<file path="src/verilog/cpu_isa_pkg.sv">
// ********************
// cpu isa package
// opcodes, instruction field widths and the alu flag struct
// shared by the datapath, the control block and the bench
// ********************

package cpu_isa_pkg;

    // instruction byte is {opcode, operand}
    localparam int OPCODE_W  = 4;
    localparam int OPERAND_W = 4;
    localparam int INSTR_W   = OPCODE_W + OPERAND_W;

    // opcode map, high nibble of the instruction byte
    // values not listed here decode as a no-op
    typedef enum logic [OPCODE_W-1:0] {
        // a <= mem[operand]
        OP_LDA = 4'd0,
        // a <= a + mem[operand]
        OP_ADD = 4'd1,
        // a <= a - mem[operand]
        OP_SUB = 4'd2,
        // mem[operand] <= a
        OP_STA = 4'd4,
        // a <= operand, zero extended
        OP_LDI = 4'd5,
        // pc <= operand
        OP_JMP = 4'd6,
        // jump on carry
        OP_JC  = 4'd7,
        // jump on zero
        OP_JZ  = 4'd8,
        // out <= a
        OP_OUT = 4'd14,
        OP_HLT = 4'd15
    } opcode_e;

    // flags from the last add or sub
    // carry is the ninth sum bit, so after sub it means a >= b
    typedef struct packed {
        logic carry;
        logic zero;
    } alu_flags_t;

endpackage

</file>
<file path="src/verilog/cpu_ctrl_pkg.sv">
// ********************
// cpu control package
// control word layout, micro-step type and the
// encoding of the single bus driver
// ********************

package cpu_ctrl_pkg;

    // who drives the internal bus this step
    typedef enum logic [2:0] {
        // bus reads as zero
        BUS_NONE       = 3'd0,
        // pc, zero extended
        BUS_PC         = 3'd1,
        // memory at the mar
        BUS_RAM        = 3'd2,
        // low nibble of the ir, zero extended
        BUS_IR_OPERAND = 3'd3,
        BUS_ACC        = 3'd4,
        BUS_ALU        = 3'd5
    } bus_src_e;

    // micro-step within one instruction
    // every instruction walks all five steps
    typedef enum logic [2:0] {
        T0 = 3'd0,
        T1 = 3'd1,
        T2 = 3'd2,
        T3 = 3'd3,
        T4 = 3'd4
    } step_e;

    // all strobes active high
    // an all-zero word is a safe idle cycle
    typedef struct packed {
        // program counter
        logic     pc_inc;
        logic     pc_load;
        // memory side
        logic     mar_load;
        logic     ram_write;
        // register loads from the bus
        logic     ir_load;
        logic     a_load;
        logic     b_load;
        logic     out_load;
        // alu
        logic     alu_sub;
        logic     flags_load;
        // bus driver select
        bus_src_e bus_src;
    } ctrl_word_t;

endpackage

</file>
<file path="src/verilog/control_block.sv">
// ********************
// control block
// five-step sequencer, opcode decode and halt latch
// turns step and opcode into one control word per clock
// ********************

`timescale 1ns/1ps

module control_block
    import cpu_isa_pkg::*;
    import cpu_ctrl_pkg::*;
(
    input  logic       clk,
    input  logic       rst_n,
    input  logic       run,
    input  opcode_e    opcode,
    input  alu_flags_t flags,
    output ctrl_word_t ctrl,
    output logic       pc_clear,
    output logic       halted
);

    step_e step_q;
    logic  halt_q;
    logic  set_halt;

    // step counter and halt latch
    // run low puts the machine back in its reset state
    always_ff @(posedge clk or negedge rst_n) begin
        if (!rst_n) begin
            step_q <= T0;
            halt_q <= 1'b0;
        end else if (!run) begin
            step_q <= T0;
            halt_q <= 1'b0;
        end else begin
            if (set_halt) begin
                halt_q <= 1'b1;
            end
            // frozen once halted
            if (!halt_q) begin
                case (step_q)
                    T0:      step_q <= T1;
                    T1:      step_q <= T2;
                    T2:      step_q <= T3;
                    T3:      step_q <= T4;
                    default: step_q <= T0;
                endcase
            end
        end
    end

    // microcode decode
    always_comb begin
        ctrl     = '0;
        set_halt = 1'b0;
        // idle while loading or halted
        if (run && !halt_q) begin
            case (step_q)
                // fetch address
                T0: begin
                    ctrl.bus_src  = BUS_PC;
                    ctrl.mar_load = 1'b1;
                end
                // fetch byte, bump pc
                T1: begin
                    ctrl.bus_src = BUS_RAM;
                    ctrl.ir_load = 1'b1;
                    ctrl.pc_inc  = 1'b1;
                end
                T2: begin
                    case (opcode)
                        // operand address into mar
                        OP_LDA, OP_ADD, OP_SUB, OP_STA: begin
                            ctrl.bus_src  = BUS_IR_OPERAND;
                            ctrl.mar_load = 1'b1;
                        end
                        OP_LDI: begin
                            ctrl.bus_src = BUS_IR_OPERAND;
                            ctrl.a_load  = 1'b1;
                        end
                        OP_OUT: begin
                            ctrl.bus_src  = BUS_ACC;
                            ctrl.out_load = 1'b1;
                        end
                        OP_JMP: begin
                            ctrl.bus_src = BUS_IR_OPERAND;
                            ctrl.pc_load = 1'b1;
                        end
                        // conditional jumps, flags gate the load
                        OP_JC: begin
                            ctrl.bus_src = BUS_IR_OPERAND;
                            ctrl.pc_load = flags.carry;
                        end
                        OP_JZ: begin
                            ctrl.bus_src = BUS_IR_OPERAND;
                            ctrl.pc_load = flags.zero;
                        end
                        OP_HLT:  set_halt = 1'b1;
                        default: ;
                    endcase
                end
                T3: begin
                    case (opcode)
                        OP_LDA: begin
                            ctrl.bus_src = BUS_RAM;
                            ctrl.a_load  = 1'b1;
                        end
                        // second operand into b
                        OP_ADD, OP_SUB: begin
                            ctrl.bus_src = BUS_RAM;
                            ctrl.b_load  = 1'b1;
                        end
                        OP_STA: begin
                            ctrl.bus_src   = BUS_ACC;
                            ctrl.ram_write = 1'b1;
                        end
                        default: ;
                    endcase
                end
                T4: begin
                    // write back sum or difference
                    if (opcode == OP_ADD || opcode == OP_SUB) begin
                        ctrl.bus_src    = BUS_ALU;
                        ctrl.alu_sub    = (opcode == OP_SUB);
                        ctrl.a_load     = 1'b1;
                        ctrl.flags_load = 1'b1;
                    end
                end
                default: ;
            endcase
        end
    end

    assign pc_clear = !run;
    assign halted   = halt_q;

endmodule

</file>
<file path="src/verilog/program_counter.sv">
// ********************
// program counter
// 4-bit pc with clear, jump load and increment
// ********************

`timescale 1ns/1ps

module program_counter
    import cpu_ctrl_pkg::*;
(
    input  logic       clk,
    input  logic       rst_n,
    input  logic       pc_clear,
    input  ctrl_word_t ctrl,
    input  logic [7:0] bus,
    output logic [3:0] pc
);

    logic [3:0] pc_q;

    // clear beats load, load beats increment
    always_ff @(posedge clk or negedge rst_n) begin
        if (!rst_n) begin
            pc_q <= 4'd0;
        end else if (pc_clear) begin
            pc_q <= 4'd0;
        end else if (ctrl.pc_load) begin
            // jump target, low nibble only
            pc_q <= bus[3:0];
        end else if (ctrl.pc_inc) begin
            // wraps 15 to 0
            pc_q <= pc_q + 4'd1;
        end
    end

    assign pc = pc_q;

endmodule

</file>
<file path="src/verilog/alu.sv">
// ********************
// alu
// add or subtract a and b, result is combinational
// carry and zero are held until the next flags_load
// ********************

`timescale 1ns/1ps

module alu
    import cpu_isa_pkg::*;
    import cpu_ctrl_pkg::*;
(
    input  logic       clk,
    input  logic       rst_n,
    input  ctrl_word_t ctrl,
    input  logic [7:0] acc,
    input  logic [7:0] b,
    output logic [7:0] result,
    output alu_flags_t flags
);

    logic [7:0] b_operand;
    logic [8:0] sum;
    alu_flags_t flags_q;

    // two's complement sub, invert b and carry in one
    assign b_operand = ctrl.alu_sub ? ~b : b;
    assign sum       = {1'b0, acc} + {1'b0, b_operand} + {8'd0, ctrl.alu_sub};
    assign result    = sum[7:0];

    // flags only move on an add or sub write back
    always_ff @(posedge clk or negedge rst_n) begin
        if (!rst_n) begin
            flags_q <= '0;
        end else if (ctrl.flags_load) begin
            // carry out, or no borrow after sub
            flags_q.carry <= sum[8];
            flags_q.zero  <= (sum[7:0] == 8'd0);
        end
    end

    assign flags = flags_q;

endmodule

</file>
<file path="src/verilog/memory_unit.sv">
// ********************
// memory unit
// memory address register and small register memory
// with a pin-side write port for loading programs
// ********************

`timescale 1ns/1ps

module memory_unit
    import cpu_isa_pkg::*;
    import cpu_ctrl_pkg::*;
#(
    parameter int RAM_BYTES = 16
) (
    input  logic                 clk,
    input  logic                 rst_n,
    input  logic                 run,
    input  logic [OPERAND_W-1:0] load_addr,
    input  logic [7:0]           load_data,
    input  logic                 load_we,
    input  ctrl_word_t           ctrl,
    input  logic [7:0]           bus,
    output logic [7:0]           ram_data
);

    // index width, addresses use their low bits
    localparam int ADDR_W = (RAM_BYTES > 1) ? $clog2(RAM_BYTES) : 1;

    logic [OPERAND_W-1:0] mar_q;
    logic [7:0]           mem_q [RAM_BYTES];
    logic                 pin_write;
    logic [ADDR_W-1:0]    wr_index;
    logic [7:0]           wr_data;
    logic                 wr_en;

    // mar takes the low nibble of the bus
    always_ff @(posedge clk or negedge rst_n) begin
        if (!rst_n) begin
            mar_q <= '0;
        end else if (ctrl.mar_load) begin
            mar_q <= bus[OPERAND_W-1:0];
        end
    end

    // pin port only while the machine is stopped
    assign pin_write = load_we && !run;

    // pick the single write source
    always_comb begin
        if (pin_write) begin
            wr_index = load_addr[ADDR_W-1:0];
            wr_data  = load_data;
        end else begin
            wr_index = mar_q[ADDR_W-1:0];
            wr_data  = bus;
        end
        wr_en = pin_write || ctrl.ram_write;
    end

    // memory array, cleared on reset
    always_ff @(posedge clk or negedge rst_n) begin
        if (!rst_n) begin
            for (int i = 0; i < RAM_BYTES; i++) begin
                mem_q[i] <= 8'd0;
            end
        end else if (wr_en) begin
            mem_q[wr_index] <= wr_data;
        end
    end

    // asynchronous read at the mar
    assign ram_data = mem_q[mar_q[ADDR_W-1:0]];

endmodule

</file>
<file path="src/verilog/datapath_regs.sv">
// ********************
// datapath registers
// bus multiplexer plus the ir, accumulator,
// b and output registers
// ********************

`timescale 1ns/1ps

module datapath_regs
    import cpu_isa_pkg::*;
    import cpu_ctrl_pkg::*;
(
    input  logic       clk,
    input  logic       rst_n,
    input  ctrl_word_t ctrl,
    input  logic [3:0] pc,
    input  logic [7:0] ram_data,
    input  logic [7:0] alu_result,
    output logic [7:0] bus,
    output opcode_e    opcode,
    output logic [7:0] acc,
    output logic [7:0] b,
    output logic [7:0] out_value
);

    logic [INSTR_W-1:0] ir_q;
    logic [7:0]         acc_q;
    logic [7:0]         b_q;
    logic [7:0]         out_q;

    // one driver at a time, mux instead of tri-state
    always_comb begin
        case (ctrl.bus_src)
            BUS_PC:         bus = {4'd0, pc};
            BUS_RAM:        bus = ram_data;
            // operand zero extended
            BUS_IR_OPERAND: bus = {{(8 - OPERAND_W){1'b0}}, ir_q[OPERAND_W-1:0]};
            BUS_ACC:        bus = acc_q;
            BUS_ALU:        bus = alu_result;
            default:        bus = 8'd0;
        endcase
    end

    // every register loads from the bus on its own strobe
    always_ff @(posedge clk or negedge rst_n) begin
        if (!rst_n) begin
            ir_q  <= '0;
            acc_q <= 8'd0;
            b_q   <= 8'd0;
            out_q <= 8'd0;
        end else begin
            if (ctrl.ir_load) begin
                ir_q <= bus;
            end
            if (ctrl.a_load) begin
                acc_q <= bus;
            end
            if (ctrl.b_load) begin
                b_q <= bus;
            end
            // visible on the output pins
            if (ctrl.out_load) begin
                out_q <= bus;
            end
        end
    end

    // high nibble of the ir is the opcode
    assign opcode    = opcode_e'(ir_q[INSTR_W-1:OPERAND_W]);
    assign acc       = acc_q;
    assign b         = b_q;
    assign out_value = out_q;

endmodule

</file>
<file path="src/verilog/tt_um_ece298a_8_bit_cpu_top.sv">
// ********************
// 8-bit cpu top level
// tiny-chip pin map around a sap-1 style
// accumulator machine
// ********************

`timescale 1ns/1ps

module tt_um_ece298a_8_bit_cpu_top
    import cpu_isa_pkg::*;
    import cpu_ctrl_pkg::*;
#(
    parameter int RAM_BYTES = 16
) (
    // program byte while loading
    input  logic [7:0] ui_in,
    // output register
    output logic [7:0] uo_out,
    // [7:4] load address, [2] run, [1] write strobe
    input  logic [7:0] uio_in,
    // [0] halted
    output logic [7:0] uio_out,
    output logic [7:0] uio_oe,
    // always high when powered
    input  logic       ena,
    input  logic       clk,
    input  logic       rst_n
);

    ctrl_word_t ctrl;
    alu_flags_t flags;
    opcode_e    opcode;
    logic [7:0] bus;
    logic [7:0] ram_data;
    logic [7:0] alu_result;
    logic [7:0] acc;
    logic [7:0] b;
    logic [3:0] pc;
    logic       pc_clear;
    logic       halted;
    logic       run;

    assign run = uio_in[2];

    control_block u_control (
        .clk      (clk),
        .rst_n    (rst_n),
        .run      (run),
        .opcode   (opcode),
        .flags    (flags),
        .ctrl     (ctrl),
        .pc_clear (pc_clear),
        .halted   (halted)
    );

    program_counter u_pc (
        .clk      (clk),
        .rst_n    (rst_n),
        .pc_clear (pc_clear),
        .ctrl     (ctrl),
        .bus      (bus),
        .pc       (pc)
    );

    alu u_alu (
        .clk    (clk),
        .rst_n  (rst_n),
        .ctrl   (ctrl),
        .acc    (acc),
        .b      (b),
        .result (alu_result),
        .flags  (flags)
    );

    // pins write memory only while run is low
    memory_unit #(
        .RAM_BYTES (RAM_BYTES)
    ) u_mem (
        .clk       (clk),
        .rst_n     (rst_n),
        .run       (run),
        .load_addr (uio_in[7:4]),
        .load_data (ui_in),
        .load_we   (uio_in[1]),
        .ctrl      (ctrl),
        .bus       (bus),
        .ram_data  (ram_data)
    );

    datapath_regs u_datapath (
        .clk        (clk),
        .rst_n      (rst_n),
        .ctrl       (ctrl),
        .pc         (pc),
        .ram_data   (ram_data),
        .alu_result (alu_result),
        .bus        (bus),
        .opcode     (opcode),
        .acc        (acc),
        .b          (b),
        .out_value  (uo_out)
    );

    // only bit 0 of the bidir pins is driven
    assign uio_out = {7'd0, halted};
    assign uio_oe  = 8'h01;

endmodule

</file>
<file path="config.mk">
export PLATFORM = sky130hd
export DESIGN_NAME = tt_um_ece298a_8_bit_cpu_top
export DESIGN_NICKNAME = d
export VERILOG_FILES = /design/src/verilog/cpu_isa_pkg.sv /design/src/verilog/cpu_ctrl_pkg.sv /design/src/verilog/control_block.sv /design/src/verilog/program_counter.sv /design/src/verilog/alu.sv /design/src/verilog/memory_unit.sv /design/src/verilog/datapath_regs.sv /design/src/verilog/tt_um_ece298a_8_bit_cpu_top.sv
export SDC_FILE = /design/constraint.sdc
export NUM_CORES = 1
export LEC_CHECK = 0
export ABC_AREA = 0
export BUFFER_PORTS_ARGS = -buffer_cell sky130_fd_sc_hd__buf_4
export CAP_MARGIN = 15
export CELL_PAD_IN_SITES_DETAIL_PLACEMENT = 0
export CELL_PAD_IN_SITES_GLOBAL_PLACEMENT = 1
export CORE_MARGIN = 2
export CORE_UTILIZATION = 55
export CTS_CLUSTER_SIZE = 8
export DETAILED_ROUTE_END_ITERATION = 12
export GPL_TIMING_DRIVEN = 0
export PLACE_DENSITY_LB_ADDON = 0.1
export SLEW_MARGIN = 20
export SYNTH_ARGS = -nofsm -noshare
export SYNTH_HDL_FRONTEND = slang
export SYNTH_HIERARCHICAL = 1
export SYNTH_SLANG_ARGS = --single-unit
</file>
<file path="constraint.sdc">
create_clock -name clk -period 7.9 [get_ports clk]
set_clock_uncertainty 0.15 [all_clocks]
set_input_delay 1.58 -clock clk [delete_from_list [all_inputs] [get_ports clk]]
set_output_delay 1.58 -clock clk [all_outputs]
set_load 0.01 [all_outputs]
</file>
### Yosys cells after proc, flatten, opt, wreduce, memory -nomap -nowiden

Index checks and enable logic that the tools add are counted.

* flip-flop bits (word level): 174
* word-level logic and storage cells: 112

* bitwise logic cells: 3
* magnitude comparators: 3
* mux-type cells: 42
* add/subtract/negate cells: 3
* equality and inequality tests: 21
* reductions and logical operators: 14

Operators with widths (number)
* bitwise mux 128 bit: 1
* two-way mux 8 bit: 5
* one-hot mux 8 bit (5 select lines): 1
* binary-select mux 8 bit (select 4 bit): 1
* demux 8 bit (select 4 bit): 1
* two-way mux 1 bit: 17
* equality test 4 x 3 -> 1 bit (second input constant): 4
* two-way mux 4 bit: 4
* one-hot mux 3 bit (5 select lines): 1
* two-way mux 13 bit: 1
* equality test 3 x 2 -> 1 bit (second input constant): 4
* equality test 4 bit (second input constant): 3
* one-hot mux 3 bit (2 select lines): 2
* one-hot mux 3 bit (4 select lines): 1
* >= comparator 5 bit (second input constant): 2
* NOT 4 -> 5 bit: 2
* adder 8 x 8 -> 9 bit: 1
* adder 9 x 1 -> 9 bit: 1
* equality test 3 bit (second input constant): 3
* logical NOT 8 bit: 1
* NOT 8 bit: 1
* OR reduction 8 bit: 1
* equality test 3 x 1 -> 1 bit (second input constant): 2
* two-way mux 3 bit: 2
* other kinds (19): 24

### Depth between registers and ports, before layout

* word-level depth: 11
* depth in mapped cells: 20

### Hierarchy

The synthesis kept the hierarchy.

Modules (own cells, without submodules)
* memory_unit: instances 1, sequential area each 3303.2 µm², area each 6328.6 µm², cells an instance 400
* datapath_regs: instances 1, sequential area each 800.8 µm², area each 1461.4 µm², cells an instance 131
* control_block: instances 1, sequential area each 100.1 µm², area each 599.3 µm², cells an instance 87
* alu: instances 1, sequential area each 50.0 µm², area each 594.3 µm², cells an instance 73
* program_counter: instances 1, sequential area each 100.1 µm², area each 225.2 µm², cells an instance 22
* tt_um_ece298a_8_bit_cpu_top: instances 1, sequential area each 0.0 µm², area each 127.6 µm², cells an instance 18

### Worst setup path before layout

OpenSTA, ideal clock, no wires.

* path kind: input -> register
* start: in uio_in[2]
* end: reg u_mem/mem_q[14] (netlist bit)
* setup time: 0.125 ns
* slack: 2.569 ns
* arrival: 5.056 ns
* stages: 18
* cells stage by stage: nand2b_1 buf_2 nor4_1 buf_6 xor2_1 inv_1 fa_1 nand2b_1 a211oi_1 o21ba_2 nor3_1 buf_4 mux2_2 a22oi_1 inv_1 mux2_2 clkbuf_1 mux2_2

RTL lines
* start, declared: line tt_um_ece298a_8_bit_cpu_top.sv:20 `input logic [7:0] uio_in,`
* end signal, assigned by index: line memory_unit.sv:67 `mem_q[wr_index] <= wr_data;`
* end, declared: line memory_unit.sv:30 `logic [7:0] mem_q [RAM_BYTES];`

==> flow_metrics.tcl <==
set metrics [dict create \
    cts_resized 0 \
    dpl.hpwl_um 15500 \
    synthTopCellsByCount "174 x dfrtp_1, 143 x mux2_2, 44 x a21oi_1" \
    dr.pass1.iters 5 \
    cp.required_ps 8060 \
    cts_buffers 17 \
    grt_max_degree 105 \
    drc_errors 0 \
    slew_headroom_pct 45.8 \
    port_buffers 24 \
    grt_pass1_vias 6234 \
    cp.arrival_ps 5950 \
    core_sq_um 16600 \
    synth_edf_count 0 \
    async_flop_share_pct 100 \
    die-area_sq_um 18000 \
    rsz0062_at_grt "false" \
    fin_crit_sh_pct 73.3 \
    avgSynthCellArea_sq_um 12.8 \
    route.vias.total 5985 \
    insertion_delay_ps 430 \
    yosys_warnings 6 \
    ctsHoldBuffers 0 \
    max_freq_mhz 173 \
    dp.cells 989 \
    antenna_found_initial 0 \
    cp_max_fo 10 \
    total_power_w 0.00269 \
    post_cts_buffers 0 \
    vdd_drop_max_mv 0.161 \
    drv_cap 0 \
    synth_cell_types 66 \
    yosys-top-cells-area "dfrtp_1 47%, mux2_2 17%, mux4_2 8.0%" \
    setup_viol 0 \
    clkSinkCount 174 \
    io_pins 43 \
    power.leakage_nw 4.98 \
    drt_wl_total_um 22000 \
    clk_pin_slew_ps 70 \
    r2r_cells 20 \
    initial_core_util_pct 56.3 \
    critPathKind "input pin to flip-flop" \
    yosys.area.top_type "dfrtp_1" \
    status "finished clean" \
    critPathLaunchType "input pin" \
    cts_max_level 4 \
    instances_no_fill 1021 \
    tightestPinTransition_ps 813 \
    final-hold-violation-count 0 \
    areaGrowthSynthToFinish_pct 12.0 \
    power_density_nw_per_um2 257 \
    cts-root-buf "clkbuf_16" \
    finalWorstPathRequiredPeriod_ps 5790 \
    cts_tree "built" \
    slew_violations 0 \
    die_w_um 134 \
    clockBufferDepth 2 \
    globalRouteOverflowTotal 0 \
    hold_depth 1 \
    ys_seq_area_share_pct 46.6 \
    yosys.cell_count.top_type "dfrtp_1" \
    ys_seq_elements 174 \
    synthCells 731 \
    hold_class "flip-flop to flip-flop" \
    first_iter_violations 460 \
    die_h_um 134 \
    ys.flop_type "dfrtp_1" \
    grt_pass1_wl_um 35300 \
    num_rows 47 \
    netlist_area_sq_um 9340 \
    crit_path_end_kind "flip-flop" \
    antenna-diode-count 0 \
    fin_setup_tns_ps 0 \
    postRouteAntennaNets 0 \
    place_congestion 0.791 \
    nNetsFinal 816 \
    drive_gt1_share_pct 40.4 \
    grtUsageTotal_pct 25.9 \
    wl_per_cell_um 21.6 \
    via_per_inst 5.86 \
    synth_top_area_share_pct 46.6 \
]
metrics by stage:
stage / util, % / setup WS [ps] / cell area, sq um / hold slack [ps]
6_report: 63.0 / 2110 / 10500 / 345
3_3_place_gp: 59.3 / 1720 / 9840 / 325
2_1_floorplan: - / 2570 / 9390 / 307
5_1_grt: 63.0 / 1840 / 10500 / 367
3_5_place_dp: 59.6 / 1680 / 9890 / 331
4_1_cts: 63.0 / 2110 / 10400 / 348
cells by family (layout without fill, tap and decap cells):
group	Yosys count	in the layout	share of synthesized area (%)
buffers and inverters	91	148	5.75
AO/OA/AOI/OAI	89	89	5.96
XOR/XNOR	17	17	1.59
AND/OR/NAND/NOR	138	138	8.42
adder cells (fa/ha/maj)	10	10	1.41
other	2	15	0.0804
flip-flops	174	174	46.6
multiplexers	210	210	30.2
area by class of cell:
type | count | area, sq um
fill | 1311 | 6130
clock buffer | 18 | 429
clock inverter | 14 | 131
inverter | 19 | 71.3
sequential | 174 | 4350
buffer | 72 | 465
multi-input combinational | 479 | 4510
tap | 220 | 275
timing repair buffer | 25 | 215
sequential cells by signal, summed over array words and instances, names as in the netlist:
signal,cells
u_datapath/out_value,8
u_datapath/ir_q,8
u_datapath/acc,8
u_control/step_q,3
u_mem/mar_q,4
u_datapath/b,8
u_mem/mem_q,128
u_pc/pc,4
u_control/halted,1
u_alu/flags,2
power breakdown:
part | internal [W] | switching [W]
clock | 0.000440 | 0.000363
combinational | 0.000385 | 0.000405
sequential | 0.00102 | 0.0000771
worst max-delay path, cell delays in order:
cell and delay, ps:
buf_4 100, nand2b_1 50, buf_2 180, nor4_1 380, buf_6 220, xor2_1 210, inv_1 80, fa_1 440
nand2b_1 190, a211oi_1 300, o21ba_2 220, nor3_1 80, buf_4 150, mux2_2 260, a22oi_1 490, inv_1 80
mux2_2 350, clkbuf_1 240, mux2_2 320
routing by layer:
layer / vias to the layer above / track usage [%] / part of all wire [%]
met1: 3063 / 36.0 / 46
met5: - / 0 / 0
met3: 33 / 4.88 / 4.2
li1: 2727 / - / -
met2: 162 / 41.6 / 48
met4: 0 / 8.42 / 2.3
cell usage in the layout, fill, tap and decap left out, types with 12 or more instances in the layout:
cell         n
mux2_2     143
buf_2       15
buf_4       58
inv_1       19
dfrtp_1    174
clkbuf_1    15
clkbuf_16   17
nor2_1      42
nand2_1     23
a21oi_1     44
conb_1      15
mux2i_1     12
mux4_2      33
worst paths after layout:
| path | startpoint | endpoint | slack (ps) |
|---|---|---|---|
| max | uio_in[2] | u_mem/mem_q[46] | 2110 |
| min | u_mem/mem_q[15] | u_mem/mem_q[15] | 350 |
| max reg2reg | u_datapath/ir_q[6] | u_mem/mem_q[46] | 2640 |
| min reg2reg | u_mem/mem_q[15] | u_mem/mem_q[15] | 350 |
| max in group asynchronous | rst_n | u_datapath/acc[6] | 5750 |
| min in group asynchronous | rst_n | u_control/halted | 950 |
Power figures use the tool's default switching activity.
